### src/uart_jtag_pkg.sv
`default_nettype none

package uart_jtag_pkg;

  // ====================
  // serial frame
  // ====================
  localparam int PRESCALE_W      = 16;
  localparam int DATA_BITS       = 8;
  localparam int OVERSAMPLE      = 16;
  localparam int TICK_CNT_W      = 4;
  localparam int BIT_CNT_W       = 3;
  // half a bit of ticks puts data sampling at mid-bit
  localparam int START_MID_TICKS = 8;

  // ====================
  // command and reply bytes
  // ====================
  localparam int CMD_TMS_BIT     = 0;
  localparam int CMD_TDI_BIT     = 1;
  localparam int CMD_TCK_BIT     = 3;
  localparam int REPLY_TDO_BIT   = 0;

  typedef enum logic [1:0] {
    ST_IDLE  = 2'b00,
    ST_START = 2'b01,
    ST_DATA  = 2'b11,
    ST_STOP  = 2'b10
  } uart_state_e;

endpackage

`default_nettype wire
### src/uart_jtag_bridge.sv
`timescale 1ns/100ps
`default_nettype none

module uart_jtag_bridge
  import uart_jtag_pkg::*;
#(
  parameter logic [PRESCALE_W-1:0] PRESCALE = 1
) (
  input  logic clk,
  input  logic reset,
  input  logic rx,
  input  logic tdo,
  output logic tx,
  output logic tck,
  output logic tms,
  output logic tdi
);

  logic                 tick;
  logic [DATA_BITS-1:0] rx_byte;
  logic                 rx_done;
  logic                 reply_start;
  logic [DATA_BITS-1:0] reply_byte;

  // baud rate = clk / ((PRESCALE+1) * OVERSAMPLE)
  baud_tick_gen #(
    .PRESCALE (PRESCALE)
  ) baud_tick_gen_inst (
    .clk   (clk),
    .reset (reset),
    .tick  (tick)
  );

  uart_rx uart_rx_inst (
    .clk     (clk),
    .reset   (reset),
    .tick    (tick),
    .rx      (rx),
    .rx_byte (rx_byte),
    .rx_done (rx_done)
  );

  jtag_pin_driver jtag_pin_driver_inst (
    .clk         (clk),
    .reset       (reset),
    .rx_byte     (rx_byte),
    .rx_done     (rx_done),
    .tdo         (tdo),
    .tck         (tck),
    .tms         (tms),
    .tdi         (tdi),
    .reply_start (reply_start),
    .reply_byte  (reply_byte)
  );

  uart_tx uart_tx_inst (
    .clk      (clk),
    .reset    (reset),
    .tick     (tick),
    .tx_start (reply_start),
    .tx_byte  (reply_byte),
    .tx       (tx)
  );

endmodule

`default_nettype wire

### src/jtag_pin_driver.sv
`timescale 1ns/100ps
`default_nettype none

module jtag_pin_driver
  import uart_jtag_pkg::*;
(
  input  logic                 clk,
  input  logic                 reset,
  input  logic [DATA_BITS-1:0] rx_byte,
  input  logic                 rx_done,
  input  logic                 tdo,
  output logic                 tck,
  output logic                 tms,
  output logic                 tdi,
  output logic                 reply_start,
  output logic [DATA_BITS-1:0] reply_byte
);

  // pins hold until the next command byte
  always_ff @(posedge clk or posedge reset) begin
    if (reset) begin
      tck         <= 1'b0;
      tms         <= 1'b0;
      tdi         <= 1'b0;
      reply_start <= 1'b0;
    end else begin
      reply_start <= rx_done;
      if (rx_done) begin
        tms <= rx_byte[CMD_TMS_BIT];
        tdi <= rx_byte[CMD_TDI_BIT];
        tck <= rx_byte[CMD_TCK_BIT];
      end
    end
  end

  // live tdo, captured by the transmitter on reply_start
  always_comb begin
    reply_byte                = '0;
    reply_byte[REPLY_TDO_BIT] = tdo;
  end

endmodule

`default_nettype wire

### src/uart_tx.sv
`timescale 1ns/100ps
`default_nettype none

module uart_tx
  import uart_jtag_pkg::*;
(
  input  logic                 clk,
  input  logic                 reset,
  input  logic                 tick,
  input  logic                 tx_start,
  input  logic [DATA_BITS-1:0] tx_byte,
  output logic                 tx
);

  uart_state_e           state;
  uart_state_e           state_next;
  logic [TICK_CNT_W-1:0] tick_cnt;
  logic [TICK_CNT_W-1:0] tick_cnt_next;
  logic [BIT_CNT_W-1:0]  bit_cnt;
  logic [BIT_CNT_W-1:0]  bit_cnt_next;
  logic [DATA_BITS-1:0]  shift_reg;
  logic                  load;
  logic                  shift;
  logic                  tx_reg;
  logic                  tx_next;
  logic                  tx_done;
  logic                  last_tick;

  assign last_tick = tick && (tick_cnt == TICK_CNT_W'(OVERSAMPLE - 1));

  // ====================
  // state registers
  // ====================
  always_ff @(posedge clk or posedge reset) begin
    if (reset) begin
      state    <= ST_IDLE;
      tick_cnt <= '0;
      bit_cnt  <= '0;
      tx_reg   <= 1'b1;
    end else begin
      state    <= state_next;
      tick_cnt <= tick_cnt_next;
      bit_cnt  <= bit_cnt_next;
      tx_reg   <= tx_next;
    end
  end

  // outgoing byte, lsb leaves first
  always_ff @(posedge clk) begin
    if (load) begin
      shift_reg <= tx_byte;
    end else if (shift) begin
      shift_reg <= shift_reg >> 1;
    end
  end

  assign tx = tx_reg;

  // ====================
  // next state
  // ====================
  always_comb begin
    state_next    = state;
    tick_cnt_next = tick_cnt;
    bit_cnt_next  = bit_cnt;
    tx_next       = tx_reg;
    load          = 1'b0;
    shift         = 1'b0;
    tx_done       = 1'b0;

    case (state)
      ST_IDLE: begin
        tx_next = 1'b1;
        // a start pulse while busy is dropped
        if (tx_start) begin
          state_next    = ST_START;
          tick_cnt_next = '0;
          load          = 1'b1;
        end
      end

      ST_START: begin
        tx_next = 1'b0;
        if (last_tick) begin
          state_next    = ST_DATA;
          tick_cnt_next = '0;
          bit_cnt_next  = '0;
        end else if (tick) begin
          tick_cnt_next = tick_cnt + 1'b1;
        end
      end

      ST_DATA: begin
        tx_next = shift_reg[0];
        if (last_tick) begin
          tick_cnt_next = '0;
          shift         = 1'b1;
          if (bit_cnt == BIT_CNT_W'(DATA_BITS - 1)) begin
            state_next = ST_STOP;
          end else begin
            bit_cnt_next = bit_cnt + 1'b1;
          end
        end else if (tick) begin
          tick_cnt_next = tick_cnt + 1'b1;
        end
      end

      ST_STOP: begin
        tx_next = 1'b1;
        // end of frame after one full stop bit
        tx_done = last_tick;
        if (tx_done) begin
          state_next = ST_IDLE;
        end else if (tick) begin
          tick_cnt_next = tick_cnt + 1'b1;
        end
      end

      default: state_next = ST_IDLE;
    endcase
  end

endmodule

`default_nettype wire

### src/uart_rx.sv
`timescale 1ns/100ps
`default_nettype none

module uart_rx
  import uart_jtag_pkg::*;
(
  input  logic                 clk,
  input  logic                 reset,
  input  logic                 tick,
  input  logic                 rx,
  output logic [DATA_BITS-1:0] rx_byte,
  output logic                 rx_done
);

  uart_state_e           state;
  uart_state_e           state_next;
  logic [TICK_CNT_W-1:0] tick_cnt;
  logic [TICK_CNT_W-1:0] tick_cnt_next;
  logic [BIT_CNT_W-1:0]  bit_cnt;
  logic [BIT_CNT_W-1:0]  bit_cnt_next;
  logic [DATA_BITS-1:0]  shift_reg;
  logic                  sample;
  logic                  last_tick;

  // last oversampling tick of a bit period
  assign last_tick = tick && (tick_cnt == TICK_CNT_W'(OVERSAMPLE - 1));

  // ====================
  // state registers
  // ====================
  always_ff @(posedge clk or posedge reset) begin
    if (reset) begin
      state    <= ST_IDLE;
      tick_cnt <= '0;
      bit_cnt  <= '0;
    end else begin
      state    <= state_next;
      tick_cnt <= tick_cnt_next;
      bit_cnt  <= bit_cnt_next;
    end
  end

  // data bits arrive lsb first, so shift in from the top
  always_ff @(posedge clk) begin
    if (sample) begin
      shift_reg <= {rx, shift_reg[DATA_BITS-1:1]};
    end
  end

  assign rx_byte = shift_reg;

  // ====================
  // next state
  // ====================
  always_comb begin
    state_next    = state;
    tick_cnt_next = tick_cnt;
    bit_cnt_next  = bit_cnt;
    sample        = 1'b0;
    rx_done       = 1'b0;

    case (state)
      ST_IDLE: begin
        // falling edge of the start bit
        if (!rx) begin
          state_next    = ST_START;
          tick_cnt_next = '0;
        end
      end

      ST_START: begin
        if (tick) begin
          if (tick_cnt == TICK_CNT_W'(START_MID_TICKS - 1)) begin
            state_next    = ST_DATA;
            tick_cnt_next = '0;
            bit_cnt_next  = '0;
          end else begin
            tick_cnt_next = tick_cnt + 1'b1;
          end
        end
      end

      ST_DATA: begin
        if (last_tick) begin
          tick_cnt_next = '0;
          sample        = 1'b1;
          if (bit_cnt == BIT_CNT_W'(DATA_BITS - 1)) begin
            state_next = ST_STOP;
          end else begin
            bit_cnt_next = bit_cnt + 1'b1;
          end
        end else if (tick) begin
          tick_cnt_next = tick_cnt + 1'b1;
        end
      end

      ST_STOP: begin
        // stop level is not checked
        if (last_tick) begin
          state_next = ST_IDLE;
          rx_done    = 1'b1;
        end else if (tick) begin
          tick_cnt_next = tick_cnt + 1'b1;
        end
      end

      default: state_next = ST_IDLE;
    endcase
  end

endmodule

`default_nettype wire

### src/baud_tick_gen.sv
`timescale 1ns/100ps
`default_nettype none

module baud_tick_gen
  import uart_jtag_pkg::*;
#(
  parameter logic [PRESCALE_W-1:0] PRESCALE = 1
) (
  input  logic clk,
  input  logic reset,
  output logic tick
);

  logic [PRESCALE_W-1:0] count;
  logic                  wrap;

  // one tick every PRESCALE+1 clocks
  assign wrap = (count == PRESCALE);
  assign tick = wrap;

  always_ff @(posedge clk or posedge reset) begin
    if (reset) begin
      count <= '0;
    end else if (wrap) begin
      count <= '0;
    end else begin
      count <= count + 1'b1;
    end
  end

endmodule

`default_nettype wire

### config.mk
export PLATFORM = sky130hd
export DESIGN_NAME = uart_jtag_bridge
export DESIGN_NICKNAME = d
export VERILOG_FILES = /design/src/uart_jtag_pkg.sv /design/src/uart_jtag_bridge.sv /design/src/jtag_pin_driver.sv /design/src/uart_tx.sv /design/src/uart_rx.sv /design/src/baud_tick_gen.sv
export SDC_FILE = /design/constraint.sdc
export NUM_CORES = 1
export LEC_CHECK = 0
export BUFFER_PORTS_ARGS = -buffer_cell sky130_fd_sc_hd__clkbuf_2
export CAP_MARGIN = 15
export CORE_ASPECT_RATIO = 2
export CORE_MARGIN = 1.5
export CORE_UTILIZATION = 45
export DETAILED_ROUTE_END_ITERATION = 16
export PLACE_DENSITY = 0.58
export SYNTH_ARGS = -nofsm -noshare
export SYNTH_HDL_FRONTEND = slang
export SYNTH_SLANG_ARGS = --single-unit
### constraint.sdc
create_clock -name clk -period 5.8 [get_ports clk]
set_input_delay 1.45 -clock clk [delete_from_list [all_inputs] [get_ports clk]]
set_output_delay 1.45 -clock clk [all_outputs]
set_load 0.02 [all_outputs]
# Yosys cells after proc, flatten, opt, wreduce, memory -nomap -nowiden
# Cells that the tools add are included.
# W data, S select, Z words.
word_totals:
  ff_bits: 48
  word_cells: 106
  output_inout_bits: 4
op_classes:
  reduce_logical: 15
  mux: 45
  eq_ne: 27
  addsub: 5
op_table:
  columns: ["op", "n"]
  rows:
  - ["$mux W4", 10]
  - ["$mux W2", 11]
  - ["$mux W3", 7]
  - ["$ne A2 B1 Y1 const B", 9]
  - ["$add A16 B1 Y16 const B", 1]
  - ["$eq A16 B1 Y1 const B", 1]
  - ["$mux W16", 1]
  - ["$pmux W2 S4", 2]
  - ["$pmux W4 S4", 1]
  - ["$ne A2 B2 Y1 const B", 6]
  - ["$pmux W3 S2", 2]
  - ["$pmux W4 S3", 1]
  - ["$reduce_and A5 Y1", 2]
  - ["$mux W1", 9]
  - ["$add A4 B1 Y4 const B", 2]
  - ["$eq A2 B2 Y1 const B", 4]
  - ["$eq A4 B4 Y1 const B", 2]
  - ["$add A3 B1 Y3 const B", 2]
  - ["$eq A3 B3 Y1 const B", 2]
  - ["$reduce_and A6 Y1", 1]
  - ["$reduce_bool A2 Y1", 3]
  - ["$eq A2 B1 Y1 const B", 2]
  - ["$eq A4 B3 Y1 const B", 1]
  - ["$logic_not A2 Y1", 2]
  - ["6 further kinds", 8]

# Depth between registers and ports, before layout
depth:
  ltp_word: 6
  depth_mapped: 7
  depth_no_buf: 6

# Cells and area by module
# Synthesis repeated with hierarchy kept, for this count alone.
hier_totals:
  cells_unflattened: 230
  hier_area_um2: 2658.8
by_module_without_submodules:
  columns: ["mod", "area_per_inst_um2", "n_inst", "cells_each"]
  rows:
  - ["uart_tx", 869.6, 1, 68]
  - ["uart_rx", 857.1, 1, 79]
  - ["baud_tick_gen", 730.7, 1, 66]
  - ["jtag_pin_driver", 201.4, 1, 17]

# Worst setup path after synthesis
# OpenSTA, ideal clock, no wires.
synth_timing:
  path_kind: "reg2reg"
  startpoint: "register baud_tick_gen_inst.count[1]"
  endpoint: "register uart_rx_inst.shift_reg[0] (netlist: uart_rx_inst.rx_byte[0]) (enable)"
  setup_time_ns: 0.383
  path_buffers: 1
  arrival_time_ns: 1.915
  setup_slack_ns: 3.502
  stages_incl_launch_ff: 7
  synth_period_minus_slack_ns: 2.298
  path_cell_list: "dfrtp_1 inv_1 ha_1 nor4b_4 nand4_2 clkbuf_1 nor3_1"
synth_between:
  elab_chain_len: 4
synth_rtl:
  columns: ["element", "line", "text"]
  rows:
  - ["from (decl)", "baud_tick_gen.sv:14", "logic [PRESCALE_W-1:0] count;"]
  - ["from (signal assigned)", "baud_tick_gen.sv:27", "count <= count + 1'b1;"]
  - ["$eq A16 B1 Y1", "baud_tick_gen.sv:18", "assign wrap = (count == PRESCALE);"]
  - ["$logic_and A1 B1 Y1", "uart_rx.sv:26", "assign last_tick = tick && (tick_cnt == TICK_CNT_W'(OVERSAMPLE - 1));"]
  - ["$mux W1", "uart_rx.sv:84", "if (last_tick) begin"]
  - ["$mux W1", "uart_rx.sv:62", "case (state)"]
  - ["via uart_rx_inst.sample", "uart_rx.sv:22", "logic sample;"]
  - ["to (signal assigned)", "uart_rx.sv:46", "shift_reg <= {rx, shift_reg[DATA_BITS-1:1]};"]
  - ["to (decl)", "uart_rx.sv:21", "logic [DATA_BITS-1:0] shift_reg;"]
# The timed path passes the listed nets, and every way through them passes these cells.
# A chain may end at the register's enable or synchronous reset.

# Worst setup path after layout
layout_timing:
  startpoint: "register baud_tick_gen_inst.count[1]"
  endpoint: "register uart_rx_inst.shift_reg[6] (netlist: uart_rx_inst.rx_byte[6]) (enable)"
# The elaborated chain is that of the path after synthesis.

==> results.md <==
- Post-Layout Inst Area: 2600 sq um
- Gate power share: between 20 and 25%
- Routability congestion estimate: between 0.7 and 0.8
- Post-layout nets: roughly 240
- Synth top area cells: dfrtp_1, edfxtp_1, ha_1
- Sw frac: between 30 and 40%
- Top sig layer: met4
- Core Area: between 5000 and 6000 sq um
- PD cells: 340 nW/um^2
- Vias: between 1500 and 2000
- Final worst-path cycle share: 45.0%
- CTS tree: built
- Worst R2R End: uart_rx_inst.rx_byte[6]
- Max reg flops: 16
- Max H-tree Level: 2
- Placed standard-cell area: ~2500 sq um
- Yosys warnings: 0
- PortBufs: 7
- CP max FO: 17
- Endpoints failing setup: 0
- Hold Path Depth: 0
- Crit path arrival time: ~2.5 ns
- First-pass GRT wire length: around 7700 um
- Met3 Routed Length: between 100 and 150 um
- Max Root-Sink Buffers: 2
- Vias/cell: ~5.7
- ANT nets after route: 0
- Post-synth top area share: between 30% and 40%
- CP required: about 5.7 ns
- Cell Rows: 37
- Metal2 WL: about 2300 um
- WL/cell: 15.5 um
- Worst reg2reg path depth: 5
- Pleak: 1.16 nW
- Post-Syn Instances: around 230
- TritonCTS Sinks: 48
- Yosys reg bits: 48
- Peak VDD IR: ~0.26 mV
- Synth cell types: 41
- Switch Pwr: between 0.2 and 0.3 mW
- Max-slew violation count: 0
- Post-CTS Setup Inserts: 0
- Met1 wire length: around 1900 um
- Routed wire length: 4500 um
- Worst r2r src: baud_tick_gen_inst.count[1]
- Worst slew pin tran: roughly 1.0 ns
- DRC: 0
- Fraction of layout cells with a size suffix above 1: 12.0%
- Worst setup SP type: flip-flop
- Hold EP: uart_rx_inst.rx_byte[1]
- Die area: just under 6000 sq um
- Reg power frac: 51.3%
- Mapped Avg Cell Area: approximately 11 sq um
- R2R setup slack: approximately 3.2 ns
- # diodes: 0
- Post-Syn Nets: 237
- Biggest register: baud_tick_gen_inst.count
- Post-synthesis sequential area ratio: 51.8%
- CP Capture Type: flip-flop
- Initial core utilization: 46.8%
- Worst hold start: uart_rx_inst.rx_byte[2]
- Clock Skew: approximately 0.014 ns
- Cell taking the most area after synthesis: dfrtp_1
- Pint: just over 0.6 mW
- Detailed Place HPWL: approximately 3200 um
- DRT Pass-1 Iters: 4
- Die Width: between 50 and 60 um
- Status: complete, no violations
- Hold WC Path Type: reg -> reg
- Io pins: 8
- Largest net degree at the start of global routing: 40
- Max Cap Violations: 0
- DRT iter0 DRCs: 26
- DP Cell Count: between 200 and 300
- Root Buffer: clkbuf_8
- Min Tclk post-route: ~2.6 ns
- Sum of negative setup slack: 0 ns
- Final Util: between 50% and 60%
- Ys flop type: dfrtp_1
- Clk_lat worst skew: a little over 0.3 ns
- Num CTS Buffers: 5
- Slew HR: a little under a third
- Area grow syn2layout: 7.95%
- Filler cells: 460
- Final Hold Vio Count: 0
- Grt ovf: 0
- F_max: ~380 MHz
- Synthesized cell area: 2410 sq um
- Fin cells: around 290
- Kind of critical path: reg -> reg
- CTS Hold Bufs: 0
- EDFF count, synth: 9
- Share of power burned in the clock network: a little over a quarter
- Vias in the first global route: approximately 1700
- Ys async rst share: 81.3%
- Post-CTS Resized: 0
- GRT Total Usage: between 10% and 20%
- Worst-path clk slew: ~0.080 ns
- Initial antenna violation count: 0
- Die Ht: 106 um
- RSZ-0062 raised after global routing: no
==> cells in the final DEF, fill, tap and decap left out, types with 5 or more instances in the layout <==
cell      count
dfrtp_1      38
nand3_1      15
nor2_1       14
o21ai_0      14
ha_1          8
xnor2_1       9
o31ai_1       5
and3_1        6
o211ai_1      5
nor3_1        7
clkbuf_8      5
nand4_1       5
a21oi_1      10
edfxtp_1      9
clkbuf_2      7
nand2_1      14
mux2_2        5
xor2_1        5
inv_1        13
==> kinds of logic (layout without fill, tap and decap cells) <==
| logic type | count (synthesis) | count (layout) | synth area share [%] |
|---|---|---|---|
| simple gates | 84 | 84 | 21.1 |
| mux | 7 | 7 | 3.27 |
| fa+ha+maj | 8 | 8 | 4.16 |
| compound gates | 43 | 43 | 11.3 |
| buf+inv | 21 | 29 | 3.27 |
| flops | 48 | 48 | 51.8 |
| xor+xnor | 14 | 14 | 5.09 |
==> routing by layer <==
layer / vias to the layer above / track usage (%)
met2: 22 / 28.3
li1: 828 / -
met3: 12 / 4.21
met1: 801 / 22.5
met5: - / 0
met4: 0 / 10.2
==> layout make-up <==
class | count | area, sq um | area share, %
flip-flops and latches | 48 | 1250 | 48.0
multi-input cells | 156 | 1080 | 41.6
well taps | 58 | 72.6 | 2.79
clock buffers | 5 | 68.8 | 2.65
inverters | 13 | 48.8 | 1.88
repair buffers | 8 | 42.5 | 1.64
clock inverters | 3 | 37.5 | 1.44
==> per-stage QoR <==
step | hold WS, ns | power (mW) | setup WS (ns)
finish | 0.428 | 0.883 | 3.19
detailed placement | 0.406 | 0.658 | 3.14
floorplan | 0.400 | 0.606 | 3.46
CTS | 0.426 | 0.895 | 3.13
global placement | 0.411 | 0.655 | 3.28
global route | 0.438 | 0.949 | 2.96
==> Yosys cell counts (3+ instances only) <==
master     n
o21ai_0   14
o31ai_1    5
xnor2_1    9
and4_2     3
inv_1     13
dfrtp_1   38
ha_1       8
nor3_1     7
nand3_1   15
nor2_1    14
mux2_2     5
nor2b_1    3
clkbuf_1   8
a21oi_1   10
nand2_1   14
o211ai_1   5
nand4_1    5
or3_1      3
edfxtp_1   9
and3_1     6
xor2_1     5
==> worst max-delay path: stages, from the launching register on <==
cell     delay [ns]
dfrtp_1        0.42
inv_1          0.07
ha_1           0.13
nor4b_4        0.26
nand4_2        0.40
nor3_1         0.95
==> worst max-delay path by stage <==
| stage | slack (ns) | cells past startpoint | to | start |
|---|---|---|---|---|
| floorplan | 3.46 | 1 | baud_tick_gen_inst.count[0] | reset |
| detailed placement | 3.14 | 3 | uart_rx_inst.rx_byte[7] | baud_tick_gen_inst.count[5] |
| global route | 2.96 | 5 | uart_rx_inst.rx_byte[3] | baud_tick_gen_inst.count[1] |
| finish | 3.19 | 5 | uart_rx_inst.rx_byte[6] | baud_tick_gen_inst.count[1] |
| CTS | 3.13 | 3 | uart_rx_inst.rx_byte[7] | baud_tick_gen_inst.count[5] |
| global placement | 3.28 | 3 | uart_rx_inst.rx_byte[7] | baud_tick_gen_inst.count[5] |
==> power by group through the flow <==
stage               Sequential [mW]  Clock (mW)  Combinational (mW)
floorplan                     0.442           0               0.164
finish                        0.453       0.233               0.197
global placement              0.458           0               0.196
detailed placement            0.458           0               0.200
global route                  0.465       0.258               0.227
CTS                           0.451       0.243               0.200
Note: power is estimated with default switching activity, not from simulation.
